===== config.mk =====
export PLATFORM = sky130hd
export DESIGN_NAME = decode_stage
export DESIGN_NICKNAME = d
export VERILOG_FILES = /design/src/decode_pkg.sv /design/src/inst_decoder.sv /design/src/regfile.sv /design/src/operand_bypass.sv /design/src/branch_unit.sv /design/src/decode_stage.sv
export VERILOG_INCLUDE_DIRS = /design/src /design/src/src
export SDC_FILE = /design/constraint.sdc
export NUM_CORES = 1
export LEC_CHECK = 0
export ABC_CLOCK_PERIOD_IN_PS = 6500
export BUFFER_PORTS_ARGS = -buffer_cell sky130_fd_sc_hd__clkbuf_2
export CORE_MARGIN = 5
export CORE_UTILIZATION = 40
export CTS_BUF_LIST = sky130_fd_sc_hd__clkbuf_8
export DETAILED_ROUTE_END_ITERATION = 8
export HOLD_SLACK_MARGIN = 0.05
export SLEW_MARGIN = 20
export SYNTH_ARGS = -nofsm -noshare
export SYNTH_HDL_FRONTEND = slang
export SYNTH_HIERARCHICAL = 1
export SYNTH_SLANG_ARGS = --single-unit

===== constraint.sdc =====
create_clock -name clk -period 6.5 [get_ports clk]
set_input_delay 0.65 -clock clk [delete_from_list [all_inputs] [get_ports clk]]
set_output_delay 0.65 -clock clk [all_outputs]
set_load 0.005 [all_outputs]

===== src/decode_defs.svh =====
`ifndef DECODE_DEFS_SVH
`define DECODE_DEFS_SVH

`define DATA_W       32
`define REG_ADDR_W   5
`define ALU_OP_W     12
`define EXC_W        5
`define IMM_W        16

// primary opcodes
`define OPC_SPECIAL  6'h00
`define OPC_REGIMM   6'h01
`define OPC_J        6'h02
`define OPC_JAL      6'h03
`define OPC_BEQ      6'h04
`define OPC_BNE      6'h05
`define OPC_BLEZ     6'h06
`define OPC_BGTZ     6'h07
`define OPC_ADDI     6'h08
`define OPC_ADDIU    6'h09
`define OPC_SLTI     6'h0a
`define OPC_SLTIU    6'h0b
`define OPC_ANDI     6'h0c
`define OPC_ORI      6'h0d
`define OPC_XORI     6'h0e
`define OPC_LUI      6'h0f
`define OPC_LB       6'h20
`define OPC_LH       6'h21
`define OPC_LW       6'h23
`define OPC_LBU      6'h24
`define OPC_LHU      6'h25
`define OPC_SB       6'h28
`define OPC_SH       6'h29
`define OPC_SW       6'h2b

// SPECIAL function field
`define FN_SLL       6'h00
`define FN_SRL       6'h02
`define FN_SRA       6'h03
`define FN_SLLV      6'h04
`define FN_SRLV      6'h06
`define FN_SRAV      6'h07
`define FN_JR        6'h08
`define FN_JALR      6'h09
`define FN_ADD       6'h20
`define FN_ADDU      6'h21
`define FN_SUB       6'h22
`define FN_SUBU      6'h23
`define FN_AND       6'h24
`define FN_OR        6'h25
`define FN_XOR       6'h26
`define FN_NOR       6'h27
`define FN_SLT       6'h2a
`define FN_SLTU      6'h2b

// REGIMM rt field
`define RT_BLTZ      5'h00
`define RT_BGEZ      5'h01
`define RT_BLTZAL    5'h10
`define RT_BGEZAL    5'h11

`define MEM_SIZE_BYTE 2'd0
`define MEM_SIZE_HALF 2'd1
`define MEM_SIZE_WORD 2'd2

`define EX_RI        5'h0a

`endif


===== src/decode_pkg.sv =====
`include "decode_defs.svh"

package decode_pkg;

    typedef logic [`DATA_W-1:0]     word_t;
    typedef logic [`REG_ADDR_W-1:0] reg_addr_t;
    typedef logic [`ALU_OP_W-1:0]   alu_op_t;
    typedef logic [`EXC_W-1:0]      exccode_t;
    typedef logic [1:0]             mem_size_t;

    typedef struct packed {
        word_t pc;
        word_t inst;
    } fetch_bus_t;

    typedef struct packed {
        logic      we;
        reg_addr_t addr;
        word_t     data;
    } rf_write_t;

    // a later stage as seen from decode
    typedef struct packed {
        logic      valid;
        logic      we;
        logic      is_load;
        reg_addr_t dest;
        word_t     value;
    } fwd_src_t;

    typedef struct packed {
        alu_op_t   alu_op;
        logic      ov_op;
        logic      src1_is_sa;
        logic      src1_is_pc;
        logic      src2_is_signed_imm;
        logic      src2_is_zero_imm;
        logic      src2_is_8;
        logic      load_op;
        logic      load_unsigned;
        logic      mem_we;
        mem_size_t mem_size;
        logic      gr_we;
        reg_addr_t dest;
        // bgez and bltz also cover the linking forms
        logic      is_beq;
        logic      is_bne;
        logic      is_bgez;
        logic      is_bgtz;
        logic      is_blez;
        logic      is_bltz;
        logic      is_jump_imm;
        logic      is_jump_reg;
        logic      illegal;
    } decode_ctrl_t;

    typedef struct packed {
        logic  br_taken;
        word_t br_target;
    } branch_bus_t;

    typedef struct packed {
        logic               ex;
        exccode_t           exccode;
        decode_ctrl_t       ctrl;
        logic [`IMM_W-1:0]  imm;
        word_t              rs_value;
        word_t              rt_value;
        word_t              pc;
    } issue_bus_t;

endpackage


===== src/inst_decoder.sv =====
`timescale 1ns/1ns
`include "decode_defs.svh"

module inst_decoder (
    input  decode_pkg::word_t        inst,
    output decode_pkg::decode_ctrl_t ctrl
);
    import decode_pkg::*;

    logic [5:0] op, func;
    logic [4:0] sa;
    reg_addr_t  rs, rt, rd;
    logic       special, regimm, sa_zero;
    logic       i_add, i_addu, i_sub, i_subu, i_slt, i_sltu;
    logic       i_and, i_or, i_xor, i_nor;
    logic       i_sll, i_srl, i_sra, i_sllv, i_srlv, i_srav;
    logic       i_addi, i_addiu, i_slti, i_sltiu, i_andi, i_ori, i_xori, i_lui;
    logic       i_lb, i_lbu, i_lh, i_lhu, i_lw, i_sb, i_sh, i_sw;
    logic       i_beq, i_bne, i_bgez, i_bgtz, i_blez, i_bltz, i_bgezal, i_bltzal;
    logic       i_j, i_jal, i_jr, i_jalr;
    logic       is_load, is_store, is_branch, is_alu_r, is_alu_i, dst_is_r31, dst_is_rt;

    assign op      = inst[31:26];
    assign rs      = inst[25:21];
    assign rt      = inst[20:16];
    assign rd      = inst[15:11];
    assign sa      = inst[10:6];
    assign func    = inst[5:0];
    assign special = (op == `OPC_SPECIAL);
    assign regimm  = (op == `OPC_REGIMM);
    assign sa_zero = (sa == 5'd0);

    // register forms need a zero shift field
    assign i_add   = special && func == `FN_ADD  && sa_zero;
    assign i_addu  = special && func == `FN_ADDU && sa_zero;
    assign i_sub   = special && func == `FN_SUB  && sa_zero;
    assign i_subu  = special && func == `FN_SUBU && sa_zero;
    assign i_slt   = special && func == `FN_SLT  && sa_zero;
    assign i_sltu  = special && func == `FN_SLTU && sa_zero;
    assign i_and   = special && func == `FN_AND  && sa_zero;
    assign i_or    = special && func == `FN_OR   && sa_zero;
    assign i_xor   = special && func == `FN_XOR  && sa_zero;
    assign i_nor   = special && func == `FN_NOR  && sa_zero;
    assign i_sllv  = special && func == `FN_SLLV && sa_zero;
    assign i_srlv  = special && func == `FN_SRLV && sa_zero;
    assign i_srav  = special && func == `FN_SRAV && sa_zero;
    assign i_sll   = special && func == `FN_SLL  && rs == '0;
    assign i_srl   = special && func == `FN_SRL  && rs == '0;
    assign i_sra   = special && func == `FN_SRA  && rs == '0;
    assign i_jr    = special && func == `FN_JR   && rt == '0 && rd == '0 && sa_zero;
    assign i_jalr  = special && func == `FN_JALR && rt == '0 && sa_zero;

    assign i_addi  = (op == `OPC_ADDI);
    assign i_addiu = (op == `OPC_ADDIU);
    assign i_slti  = (op == `OPC_SLTI);
    assign i_sltiu = (op == `OPC_SLTIU);
    assign i_andi  = (op == `OPC_ANDI);
    assign i_ori   = (op == `OPC_ORI);
    assign i_xori  = (op == `OPC_XORI);
    assign i_lui   = (op == `OPC_LUI) && rs == '0;
    assign i_lb    = (op == `OPC_LB);
    assign i_lbu   = (op == `OPC_LBU);
    assign i_lh    = (op == `OPC_LH);
    assign i_lhu   = (op == `OPC_LHU);
    assign i_lw    = (op == `OPC_LW);
    assign i_sb    = (op == `OPC_SB);
    assign i_sh    = (op == `OPC_SH);
    assign i_sw    = (op == `OPC_SW);

    assign i_beq    = (op == `OPC_BEQ);
    assign i_bne    = (op == `OPC_BNE);
    assign i_blez   = (op == `OPC_BLEZ) && rt == '0;
    assign i_bgtz   = (op == `OPC_BGTZ) && rt == '0;
    assign i_bltz   = regimm && rt == `RT_BLTZ;
    assign i_bgez   = regimm && rt == `RT_BGEZ;
    assign i_bltzal = regimm && rt == `RT_BLTZAL;
    assign i_bgezal = regimm && rt == `RT_BGEZAL;
    assign i_j      = (op == `OPC_J);
    assign i_jal    = (op == `OPC_JAL);

    assign is_load   = i_lb | i_lbu | i_lh | i_lhu | i_lw;
    assign is_store  = i_sb | i_sh | i_sw;
    assign is_branch = i_beq | i_bne | i_bgez | i_bgtz | i_blez | i_bltz | i_j | i_jr;
    assign is_alu_r  = i_add | i_addu | i_sub | i_subu | i_slt | i_sltu | i_and | i_or
                     | i_xor | i_nor | i_sll | i_srl | i_sra | i_sllv | i_srlv | i_srav;
    assign is_alu_i  = i_addi | i_addiu | i_slti | i_sltiu | i_andi | i_ori | i_xori | i_lui;
    assign dst_is_r31 = i_bgezal | i_bltzal | i_jal;
    assign dst_is_rt  = is_alu_i | is_load;

    // one-hot, same bit order as the execute ALU
    assign ctrl.alu_op[0]  = i_add | i_addu | i_addi | i_addiu | is_load | is_store
                           | i_bgezal | i_bltzal | i_jal | i_jalr;
    assign ctrl.alu_op[1]  = i_sub | i_subu;
    assign ctrl.alu_op[2]  = i_slt | i_slti;
    assign ctrl.alu_op[3]  = i_sltu | i_sltiu;
    assign ctrl.alu_op[4]  = i_and | i_andi;
    assign ctrl.alu_op[5]  = i_nor;
    assign ctrl.alu_op[6]  = i_or | i_ori;
    assign ctrl.alu_op[7]  = i_xor | i_xori;
    assign ctrl.alu_op[8]  = i_sll | i_sllv;
    assign ctrl.alu_op[9]  = i_srl | i_srlv;
    assign ctrl.alu_op[10] = i_sra | i_srav;
    assign ctrl.alu_op[11] = i_lui;

    assign ctrl.ov_op              = i_add | i_addi | i_sub;
    assign ctrl.src1_is_sa         = i_sll | i_srl | i_sra;
    assign ctrl.src1_is_pc         = dst_is_r31 | i_jalr;
    assign ctrl.src2_is_signed_imm = i_addi | i_addiu | i_slti | i_sltiu | i_lui | is_load | is_store;
    assign ctrl.src2_is_zero_imm   = i_andi | i_ori | i_xori;
    assign ctrl.src2_is_8          = dst_is_r31 | i_jalr;

    assign ctrl.load_op       = is_load;
    assign ctrl.load_unsigned = i_lbu | i_lhu;
    assign ctrl.mem_we        = is_store;
    assign ctrl.mem_size      = (i_lb | i_lbu | i_sb) ? `MEM_SIZE_BYTE :
                                (i_lh | i_lhu | i_sh) ? `MEM_SIZE_HALF :
                                                        `MEM_SIZE_WORD;

    assign ctrl.gr_we = is_alu_r | is_alu_i | is_load | dst_is_r31 | i_jalr;
    assign ctrl.dest  = dst_is_r31 ? 5'd31 :
                        dst_is_rt  ? rt    :
                                     rd;

    assign ctrl.is_beq      = i_beq;
    assign ctrl.is_bne      = i_bne;
    assign ctrl.is_bgez     = i_bgez | i_bgezal;
    assign ctrl.is_bgtz     = i_bgtz;
    assign ctrl.is_blez     = i_blez;
    assign ctrl.is_bltz     = i_bltz | i_bltzal;
    assign ctrl.is_jump_imm = i_j | i_jal;
    assign ctrl.is_jump_reg = i_jr | i_jalr;

    assign ctrl.illegal = ~(is_alu_r | is_alu_i | is_load | is_store | is_branch
                          | dst_is_r31 | i_jalr);

endmodule


===== src/regfile.sv =====
`timescale 1ns/1ns
`include "decode_defs.svh"

module regfile (
    input  logic                   clk,
    input  decode_pkg::reg_addr_t  raddr1,
    input  decode_pkg::reg_addr_t  raddr2,
    output decode_pkg::word_t      rdata1,
    output decode_pkg::word_t      rdata2,
    input  decode_pkg::rf_write_t  wr
);
    import decode_pkg::*;

    word_t regs [0:(1 << `REG_ADDR_W)-1];

    always_ff @(posedge clk) begin
        if (wr.we && wr.addr != '0) begin
            regs[wr.addr] <= wr.data;
        end
    end

    // $0 is hardwired
    assign rdata1 = (raddr1 == '0) ? '0 : regs[raddr1];
    assign rdata2 = (raddr2 == '0) ? '0 : regs[raddr2];

endmodule


===== src/operand_bypass.sv =====
`timescale 1ns/1ns

module operand_bypass (
    input  decode_pkg::reg_addr_t rs,
    input  decode_pkg::reg_addr_t rt,
    input  decode_pkg::word_t     rf_rs,
    input  decode_pkg::word_t     rf_rt,
    input  decode_pkg::fwd_src_t  es_fwd,
    input  decode_pkg::fwd_src_t  ms_fwd,
    input  decode_pkg::fwd_src_t  ws_fwd,
    output decode_pkg::word_t     rs_value,
    output decode_pkg::word_t     rt_value,
    output logic                  stall
);
    import decode_pkg::*;

    function automatic logic hit(input fwd_src_t src, input reg_addr_t addr);
        return src.valid && src.we && addr != '0 && src.dest == addr;
    endfunction

    // youngest result wins
    function automatic word_t pick(input reg_addr_t addr, input word_t rf_value,
                                   input fwd_src_t es, input fwd_src_t ms,
                                   input fwd_src_t ws);
        if (hit(es, addr)) return es.value;
        if (hit(ms, addr)) return ms.value;
        if (hit(ws, addr)) return ws.value;
        return rf_value;
    endfunction

    assign rs_value = pick(rs, rf_rs, es_fwd, ms_fwd, ws_fwd);
    assign rt_value = pick(rt, rf_rt, es_fwd, ms_fwd, ws_fwd);

    // load data not ready until memory stage
    assign stall = es_fwd.valid && es_fwd.is_load && es_fwd.dest != '0
                && (es_fwd.dest == rs || es_fwd.dest == rt);

endmodule


===== src/branch_unit.sv =====
`timescale 1ns/1ns

module branch_unit (
    input  logic                     valid,
    input  decode_pkg::decode_ctrl_t ctrl,
    input  decode_pkg::word_t        pc,
    input  logic [25:0]              imm_field,
    input  decode_pkg::word_t        rs_value,
    input  decode_pkg::word_t        rt_value,
    output decode_pkg::branch_bus_t  branch
);
    import decode_pkg::*;

    word_t pc_plus4, br_offset;
    logic  rs_eq_rt, rs_eq_zero, rs_lt_zero, is_cond, cond_met;

    assign pc_plus4  = pc + 32'd4;
    assign br_offset = {{14{imm_field[15]}}, imm_field[15:0], 2'b00};

    assign rs_eq_rt   = (rs_value == rt_value);
    assign rs_eq_zero = (rs_value == '0);
    assign rs_lt_zero = rs_value[31];

    assign is_cond = ctrl.is_beq | ctrl.is_bne | ctrl.is_bgez | ctrl.is_bgtz
                   | ctrl.is_blez | ctrl.is_bltz;

    assign cond_met = (ctrl.is_beq  &&  rs_eq_rt)
                   || (ctrl.is_bne  && !rs_eq_rt)
                   || (ctrl.is_bgez && !rs_lt_zero)
                   || (ctrl.is_bgtz && !rs_lt_zero && !rs_eq_zero)
                   || (ctrl.is_blez && (rs_lt_zero || rs_eq_zero))
                   || (ctrl.is_bltz &&  rs_lt_zero);

    assign branch.br_taken = valid && (cond_met || ctrl.is_jump_imm || ctrl.is_jump_reg);

    // j/jal stay inside the 256MB region of the delay slot
    assign branch.br_target = is_cond          ? pc_plus4 + br_offset :
                              ctrl.is_jump_reg ? rs_value :
                                                 {pc_plus4[31:28], imm_field, 2'b00};

endmodule


===== src/decode_stage.sv =====
`timescale 1ns/1ns
`include "decode_defs.svh"

module decode_stage (
    input  logic                    clk,
    input  logic                    reset,
    input  logic                    flush,
    input  logic                    fetch_valid,
    input  decode_pkg::fetch_bus_t  fetch_bus,
    output logic                    allowin,
    input  logic                    es_allowin,
    input  decode_pkg::fwd_src_t    es_fwd,
    input  decode_pkg::fwd_src_t    ms_fwd,
    input  decode_pkg::fwd_src_t    ws_fwd,
    output logic                    out_valid,
    output decode_pkg::issue_bus_t  issue,
    output decode_pkg::branch_bus_t branch
);
    import decode_pkg::*;

    logic         ds_valid, ready, stall;
    fetch_bus_t   ds_bus;
    decode_ctrl_t ctrl;
    rf_write_t    rf_wr;
    reg_addr_t    rs, rt;
    word_t        rf_rs, rf_rt, rs_value, rt_value;

    assign ready     = !stall;
    assign allowin   = !ds_valid || (ready && es_allowin);
    assign out_valid = ds_valid && ready;

    // flush beats a new instruction
    always_ff @(posedge clk) begin
        if (reset || flush) begin
            ds_valid <= 1'b0;
        end else if (allowin) begin
            ds_valid <= fetch_valid;
        end
    end

    always_ff @(posedge clk) begin
        if (fetch_valid && allowin) begin
            ds_bus <= fetch_bus;
        end
    end

    assign rs = ds_bus.inst[25:21];
    assign rt = ds_bus.inst[20:16];

    assign rf_wr.we   = ws_fwd.valid && ws_fwd.we;
    assign rf_wr.addr = ws_fwd.dest;
    assign rf_wr.data = ws_fwd.value;

    inst_decoder u_inst_decoder (
        .inst (ds_bus.inst),
        .ctrl (ctrl)
    );

    regfile u_regfile (
        .clk    (clk),
        .raddr1 (rs),
        .raddr2 (rt),
        .rdata1 (rf_rs),
        .rdata2 (rf_rt),
        .wr     (rf_wr)
    );

    operand_bypass u_operand_bypass (
        .rs       (rs),
        .rt       (rt),
        .rf_rs    (rf_rs),
        .rf_rt    (rf_rt),
        .es_fwd   (es_fwd),
        .ms_fwd   (ms_fwd),
        .ws_fwd   (ws_fwd),
        .rs_value (rs_value),
        .rt_value (rt_value),
        .stall    (stall)
    );

    branch_unit u_branch_unit (
        .valid     (ds_valid),
        .ctrl      (ctrl),
        .pc        (ds_bus.pc),
        .imm_field (ds_bus.inst[25:0]),
        .rs_value  (rs_value),
        .rt_value  (rt_value),
        .branch    (branch)
    );

    assign issue.ex       = ds_valid && ctrl.illegal;
    assign issue.exccode  = ctrl.illegal ? `EX_RI : '0;
    assign issue.ctrl     = ctrl;
    assign issue.imm      = ds_bus.inst[15:0];
    assign issue.rs_value = rs_value;
    assign issue.rt_value = rt_value;
    assign issue.pc       = ds_bus.pc;

endmodule


# Word-level counts from Yosys, hierarchy flattened
# Memory sizes are Yosys's and may differ from the RTL's. A register that Yosys moved wholly into a read port is not among the register bits.
# Index checks and enable logic that the tools add are counted.
# word_totals
n_memories	1
ram_bits	1024
input_bits	189
reg_bits	65
# memory_table
name	depth	word_bits	read_ports	rd_clocked_by_memory_dff	write_ports	line	source
u_regfile.regs	32	32	2	2	1	regfile.sv:14	word_t regs [0:(1 << `REG_ADDR_W)-1];
# classes
n_reduce_logical	104
addsub	2
n_mux	37
n_bitwise	86
eq_ne	50
# ops
operator	count
two-way mux 32 bit	16
== test 6 bit, second input constant	18
bitwise OR 1 bit	85
logical AND 1 bit	77
== test 6 x 4 -> 1 bit, second input constant	10
== test 6 x 3 -> 1 bit, second input constant	7
adder 32 x 3 -> 32 bit, second input constant	1
adder 32 bit	1
== test 32 bit	1
zero test 32 bit	1
== test 5 bit	6
== test 6 x 2 -> 1 bit, second input constant	4
zero test 5 bit	4
two-way mux 5 bit	4
nonzero test 5 bit	4
two-way mux 1 bit	14
zero test 6 bit	2
logical OR 1 bit	11
== test 5 bit, second input constant	2
== test 6 x 1 -> 1 bit, second input constant	1
== test 5 x 1 -> 1 bit, second input constant	1
zero test 1 bit	5
two-way mux 2 bit	2
two-way mux 4 bit	1
NOT 1 bit	1

# Longest topological paths before layout
# Gate-level depths: netlist (run 1).
# logic_depth
word_depth	26
mapped_depth	17
ltp_nobuf	14

# Cells and area by module
# The synthesis (run 1) kept the hierarchy.
# by_module_without_submodules
module	area_each_um2	cells_per_inst	n_inst
regfile	47904.7	2564	1
branch_unit	3283.1	462	1
operand_bypass	2516.2	368	1
decode_stage	2402.3	128	1
inst_decoder	764.5	128	1

# Worst setup path after synthesis (run 1)
# Ideal clock, no wire load.
# synth_timing
path_kind	input to register
from	input es_fwd[33] (netlist name)
to	register ds_bus[16] (netlist name) (enable)
stages	5
path_slack_ns	-0.307
arrival_ns	6.222
path_cell_list	or4_1 o211ai_1 a21oi_1 nand2b_1 a21boi_0
# synth_between
elab_chain_len	7
elab_cells_between_ends	10
cone_classes	eq/ne (2); reduce/logical (8)
# synth_lines
element	line	source
start, declared	decode_stage.sv:12	input decode_pkg::fwd_src_t es_fwd,
== test 5 bit / nonzero test 5 bit (equally long branches)	operand_bypass.sv:36, operand_bypass.sv:35	
logical OR 1 bit / logical AND 1 bit (equally long branches)	operand_bypass.sv:36, operand_bypass.sv:35	
logical AND 1 bit (*)	operand_bypass.sv:36	&& (es_fwd.dest == rs || es_fwd.dest == rt);
named net stall	decode_stage.sv:21	logic ds_valid, ready, stall;
zero test 1 bit (*)	decode_stage.sv:28	assign ready = !stall;
logical AND 1 bit (*)	decode_stage.sv:29	assign allowin = !ds_valid || (ready && es_allowin);
logical OR 1 bit (*)	decode_stage.sv:29	
logical AND 1 bit (*)	decode_stage.sv:42	if (fetch_valid && allowin) begin
end signal, assigned	decode_stage.sv:43	ds_bus <= fetch_bus;
end, declared	decode_stage.sv:22	fetch_bus_t ds_bus;
# Mark *: on every way through the listed nets, which the timed path passes. The rest lies on a longest branch.
# A chain may end at the register's enable or synchronous reset.

==> results_dict.tcl, run 1 <==
set metrics [dict create \
    cap_violations 0 \
    cts.sinks 1089 \
    power.total_uw 16200 \
    cts-buffers-inserted 180 \
    holdPathEnd "ds_bus[21]" \
    synth_compound_gate_area_share 0.0977 \
    rsz0062_at_grt "false" \
    power.share.clock 0.365 \
    p_switching_uw 4480 \
    die_area_sq_um 150000 \
    grt_overflow 0 \
    reg2reg_slack_ps 2990 \
    io_buffer_count 374 \
    cp-start-kind "flop" \
    nFillCells 12300 \
    grt_use_total 0.282 \
    muxShareOfSynthArea 0.216 \
    antenna_found_initial 15 \
    routed_wl_mm 218 \
    pwr-share-comb 0.149 \
    slew_viol_final 0 \
    period_share 0.994 \
    drive_gt1_frac 0.313 \
    firstDrtPassIters 6 \
    synth_adder_area_share 0.00805 \
    core_area_sq_um 141000 \
    clk_pin_slew_ps 60 \
    swShare 0.276 \
    synth_edf_count 1088 \
    cp_max_fo 38 \
    synth.distinct_cells 90 \
    dpl.hpwl_mm 140 \
    vias_per_cell 6.50 \
    drc 0 \
    final-hold-violation-count 0 \
    power_density_nw_per_um2 245 \
    root_buffer "clkbuf_8" \
    status "complete, no violations" \
    yosysSeqAreaShare 0.575 \
    synthFlopType "edfxtp_1" \
    synth_xor_area_frac 0.0172 \
    leakagePower_uw 0.0232 \
    tightest_slew_ps 1160 \
    wl_per_cell_microns 34.9 \
    holdPathStages 2 \
    p_seq_frac 0.486 \
    place.gp.congestion 0.943 \
    io_pins 380 \
    drt_iter0_drc 5095 \
    tns_ps 0 \
    cp.required_ps 5850 \
    final_common_cell "edfxtp_1" \
    setup_viol_count_final 0 \
    rows 138 \
    ant_nets 0 \
    rr_endpoint "ds_bus[20]" \
    cts_tree "yes" \
    min_from "fetch_valid" \
    clock_latency_ps 950 \
    routed.top_layer "met5" \
    layout_common_cells "1,088 x edfxtp_1, 374 x clkbuf_2, 347 x mux2i_1" \
    path_class "flop to output port" \
    grt_pass1_wl_mm 303 \
    area_delta_synth_final_pct 16.4 \
    fmax_mhz 155 \
    reg2regPathDepth 11 \
    skew_ps 26.6 \
    via_count 40700 \
    synth_top_family_by_area "multiplexers" \
    wl_met2_mm 99.5 \
    dr_wl_met3_mm 26.5 \
    worstReg2RegStart "ds_bus[22]" \
    cts_buffer_depth 3 \
    grt_max_degree 71 \
    cp-startpoint "ds_bus[23]" \
    synth_area_sq_um 56900 \
    die_h_microns 387 \
    yosys.area_share.simple 0.0474 \
    floorplan.initialDensity 0.402 \
    met1_length_mm 81.6 \
    first_global_vias 40100 \
    die_w_microns 387 \
    slew_headroom 0.224 \
    vdd_drop_max_v 0.000203 \
    internal_power_uw 11800 \
    arrival_ps 5810 \
    yosys_register_bits 1089 \
    h-tree-depth 4 \
    synth_warnings 6 \
    fin_crit_ps 6460 \
    hold_path.class "input pin to flop" \
    syn_inst 3650 \
    ys_async_sr_fraction 0 \
    worst_setup_path_end_kind "output port" \
    synth.avg_cell_area_sq_um 15.6 \
    nets 4444 \
]
## Yosys cell counts, types with 32 or more instances
| cell type | n | area, sq um |
|---|---|---|
| a22o_1 | 32 | 280 |
| mux4_2 | 316 | 7120 |
| a311oi_1 | 32 | 280 |
| nand4_1 | 53 | 332 |
| inv_1 | 55 | 206 |
| o2bb2ai_1 | 32 | 280 |
| a22oi_1 | 65 | 488 |
| buf_4 | 117 | 878 |
| o21ai_0 | 99 | 495 |
| mux4_1 | 36 | 946 |
| ha_1 | 35 | 438 |
| mux2i_1 | 347 | 3470 |
| edfxtp_1 | 1088 | 32700 |
| xnor2_1 | 85 | 744 |
| buf_2 | 54 | 270 |
| nor2b_1 | 43 | 269 |
| o221ai_1 | 67 | 587 |
| and3_1 | 43 | 269 |
| clkbuf_1 | 144 | 541 |
| nand3_1 | 39 | 195 |
| nand2_1 | 151 | 567 |
| a211oi_1 | 58 | 435 |
| mux2_2 | 68 | 766 |
| nor2_1 | 91 | 342 |
| a221o_1 | 33 | 330 |
| a221oi_1 | 72 | 631 |
| a21oi_1 | 104 | 521 |
## logic make-up (layout without fill, tap and decap cells)
group / count (synthesis) / count (layout)
xor gates and xnor gates: 110 / 110
muxes: 767 / 767
AOI/OAI and AO/OA: 727 / 727
and+or+nand+nor: 520 / 520
adders and majority gates: 36 / 36
DFF: 1089 / 1089
other: 2 / 41
buffers and inverters: 399 / 1079
## cell type report
type,instances,area [sq um],share of cell area
timing repair buffer,697,4930,0.0745
tap,1890,2360,0.0357
antenna,6,15.0,0.000227
clock inverter,144,943,0.0143
inverter,56,211,0.00319
multi-input combinational,2195,22500,0.340
sequential,1089,32700,0.494
clock buffer,182,2500,0.0378
## per-stage QoR
stage | area (sq um) | hold slack, ps | setup slack [ps] | util | instances
6_report | 66200 | 196 | 38.4 | 0.468 | 6259
5_1_grt | 66200 | 179 | 9.86 | 0.468 | 6254
4_1_cts | 66000 | 131 | 26.0 | 0.467 | 6244
3_5_place_dp | 61700 | 687 | 872 | 0.436 | 5843
3_3_place_gp | 61700 | 675 | 822 | 0.436 | 5841
2_1_floorplan | 57000 | 549 | 1390 | - | 3683
## worst max path at each step
stage,end,slack (ps),cells past startpoint
after floorplan,ds_bus[16],1390,5
after global placement,branch[32],820,15
after detailed placement,branch[32],870,15
after CTS,branch[32],30,15
after global routing,branch[32],10,16
final,branch[32],40,16
## registers in the layout, indices dropped and copies added, names as in the netlist
name            count
u_regfile/regs   1024
issue              48
ds_valid            1
ds_bus             16
## worst max-delay path, cell delays in order, from the launching register on
cell and delay, ps:
edfxtp_1 560, buf_12 340, buf_4 410, mux2i_1 130, a22oi_1 230, nand4_1 250, a211oi_2 530, a221oi_1 160
buf_4 180, o2bb2ai_1 450, xnor2_1 470, nand4_1 190, nor4_1 320, nand2_1 140, mux2i_1 140, a31oi_1 190
clkbuf_2 140
## per-layer routing
metal,vias up,track usage
li1,16300,-
met1,21000,0.365
met2,2877,0.438
met3,549,0.0849
met4,16,0.130
met5,-,0
## power groups by stage
stage	Combinational (uW)	Clock (uW)	Sequential [uW]
finish	2420	5930	7900
global route	2500	6360	7900
CTS	2330	6020	7900
detailed placement	2270	0	8050
global placement	2260	0	8050
floorplan	1260	0	8020
## repair_timing
item / CTS / global route
buffers inserted: 8 / 7
gates resized for setup: 8 / 15
endpoints found under the hold margin: 65 / 0
pin swaps: 0 / 3
gates cloned: 1 / 1
setup endpoints to repair: 1 / 1
hold buffers: 66 / 0
Power figures use the tool's default switching activity.
==> run 2, diff against run 1 <==
- PLACE_DENSITY: default -> 0.64
==> run 2 against run 1 <==
Global-route usage down 1.1 points. Die area did not move. Sequential power about the same. Count of clock-buffer cells in the layout rose by 2. Via count is 0.52% higher. Largest cell class unchanged.
==> results_dict.tcl, run 2 (synthesis results as in run 1) <==
set metrics [dict create \
    top_usage_layer "met2" \
    place.gp.congestion 0.932 \
    nets 4410 \
    cts-buffers-inserted 183 \
    period_share 0.989 \
    fin_crit_ps 6430 \
    worstSetupPathDepth 15 \
    drive_gt1_frac 0.306 \
    final_common_cell "edfxtp_1" \
    power_density_nw_per_um2 247 \
    skew_ps 47.9 \
    routed_wl_mm 212 \
    worstReg2RegStart "ds_bus[19]" \
    critical-path-top-delay-family "compound AO/OA/AOI/OAI gates" \
    dpl.hpwl_mm 135 \
    cts_tree "yes" \
    grt_max_degree 95 \
    slowest_stage "edfxtp_1" \
    tightest_slew_ps 1230 \
    hold_path.class "input pin to flop" \
    crit_top_cell "buf_4" \
    arrival_ps 5780 \
    floorplan.initialDensity 0.402 \
    via_count 40900 \
    crit_chain "or3_4 -> buf_4 -> buf_4 -> o221ai_1 -> a21oi_1 -> a211oi_2 -> a221oi_1 -> o2bb2ai_1 -> xnor2_2 -> nand4_1 -> nor4_1 -> nand2_1 -> mux2i_1 -> a31oi_1 -> clkbuf_2" \
    drt_iter0_drc 5183 \
    drc 0 \
    grtUsageMet2 0.433 \
    tns_ps 0 \
    io_buffer_count 374 \
    wl_per_cell_microns 34.0 \
    endpoint "branch[32]" \
    cp-start-kind "flop" \
    die_area_sq_um 150000 \
    cp_max_fo 18 \
    leakagePower_uw 0.0230 \
    reg2reg_slack_ps 2700 \
    use_met1 0.344 \
    worst_setup_path_end_kind "output port" \
    die_w_microns 387 \
    regMostFlops "u_regfile/regs" \
    core_area_sq_um 141000 \
    grt_overflow 0 \
    rows 138 \
    path_class "flop to output port" \
    slew_headroom 0.182 \
    root_buffer "clkbuf_8" \
    path_buf_inv 3 \
    vias_per_cell 6.57 \
    slew_viol_final 0 \
    power.total_uw 16200 \
    h-tree-depth 4 \
    vdd_drop_max_v 0.000177 \
    final-hold-violation-count 0 \
    firstDrtPassIters 8 \
    max_stage_delay_ps 750 \
    fmax_mhz 156 \
    cts_buffer_depth 3 \
    grt_pass1_wl_mm 295 \
    placed_cell_area_sq_um 61300 \
    ant_nets 0 \
    setup_viol_count_final 0 \
    largest_reg_flops 1024 \
    die_h_microns 387 \
    io_pins 380 \
    layout_common_cells "1,088 x edfxtp_1, 374 x clkbuf_2, 347 x mux2i_1" \
    grt_use_total 0.271 \
    status "complete, no violations" \
    rsz0062_at_grt "false" \
    clk_pin_slew_ps 70 \
    rr_endpoint "ds_bus[22]" \
    clock_latency_ps 920 \
    use_met3 0.0760 \
    area_delta_synth_final_pct 15.7 \
    antenna_found_initial 12 \
    fin_area_sq_um 65800 \
    cap_violations 0 \
    cp-startpoint "ds_bus[24]" \
    min_from "fetch_valid" \
    cts.sinks 1089 \
    reg2regPathDepth 9 \
    cp.required_ps 5850 \
    first_global_vias 39800 \
]
[run 2: cell count changes in the layout (fill, tap and decap cells not counted), moves of 2 or more]
cell        before  now
buf_4          220  191
inv_6            3    1
buf_6            4    6
inv_8            3    1
inv_1          103  107
clkinv_2        16   18
clkinv_4         3    1
clkinvlp_4       2    7
clkbuf_8       182  184
buf_12          26   16
[run 2: layer usage]
metal / vias to the layer above / share of wire / wire [microns]
met1: 21000 / 0.36 / 76700
li1: 16200 / - / -
met2: 3090 / 0.46 / 98000
met5: - / 0.00027 / 57
met4: 10 / 0.052 / 11000
met3: 591 / 0.12 / 25800
[run 2: stage by stage]
| stage | hold WS, ps | util | std cells | setup WS, ps |
|---|---|---|---|---|
| floorplan | 549 | - | 3683 | 1390 |
| global placement | 695 | 0.434 | 5798 | 577 |
| detailed placement | 708 | 0.434 | 5798 | 554 |
| CTS | 126 | 0.463 | 6208 | 15.7 |
| global route | 176 | 0.465 | 6225 | 0.284 |
| finish | 190 | 0.465 | 6229 | 69.8 |
[run 2: final cells by class]
type / instances / area, sq um
flip-flops and latches: 1089 / 32700
multi-input cells: 2196 / 22500
clock buffers: 184 / 2530
inverters: 56 / 211
diodes: 5 / 12.5
repair buffers: 659 / 4500
fillers: 12200 / 75600
clock inverters: 150 / 952
well taps: 1890 / 2360
[run 2: power breakdown]
part           total [uW]  switching, uW  internal (uW)  leakage, uW
clock                5950           2920           3020      0.00195
sequential           7900           76.9           7830      0.00987
combinational        2380           1450            929       0.0112
total               16200           4450          11800       0.0230
[run 2: worst min path at each step]
stage	endpoint	slack, ps	cells past startpoint
after floorplan	ds_valid	550	2
after global placement	ds_valid	700	2
after detailed placement	ds_valid	710	2
after CTS	issue[25]	130	2
after global routing	issue[25]	180	2
final	issue[25]	190	2
[run 2: timing repair]
action,CTS,global route
resized for setup,2,19
pin swaps,1,2
buffers inserted,9,12
endpoints found under the hold margin,65,0
hold buffers,66,0
endpoints found under the setup margin,1,1
gates cloned,1,2
[run 2: worst reg2reg max path, delay by kind of cell (launching register included)]
| kind | cells | cell delay (ps) |
|---|---|---|
| flops | 1 | 410 |
| xor+xnor | 1 | 130 |
| buf+inv | 3 | 1250 |
| compound gates | 2 | 1050 |
| simple gates | 3 | 520 |
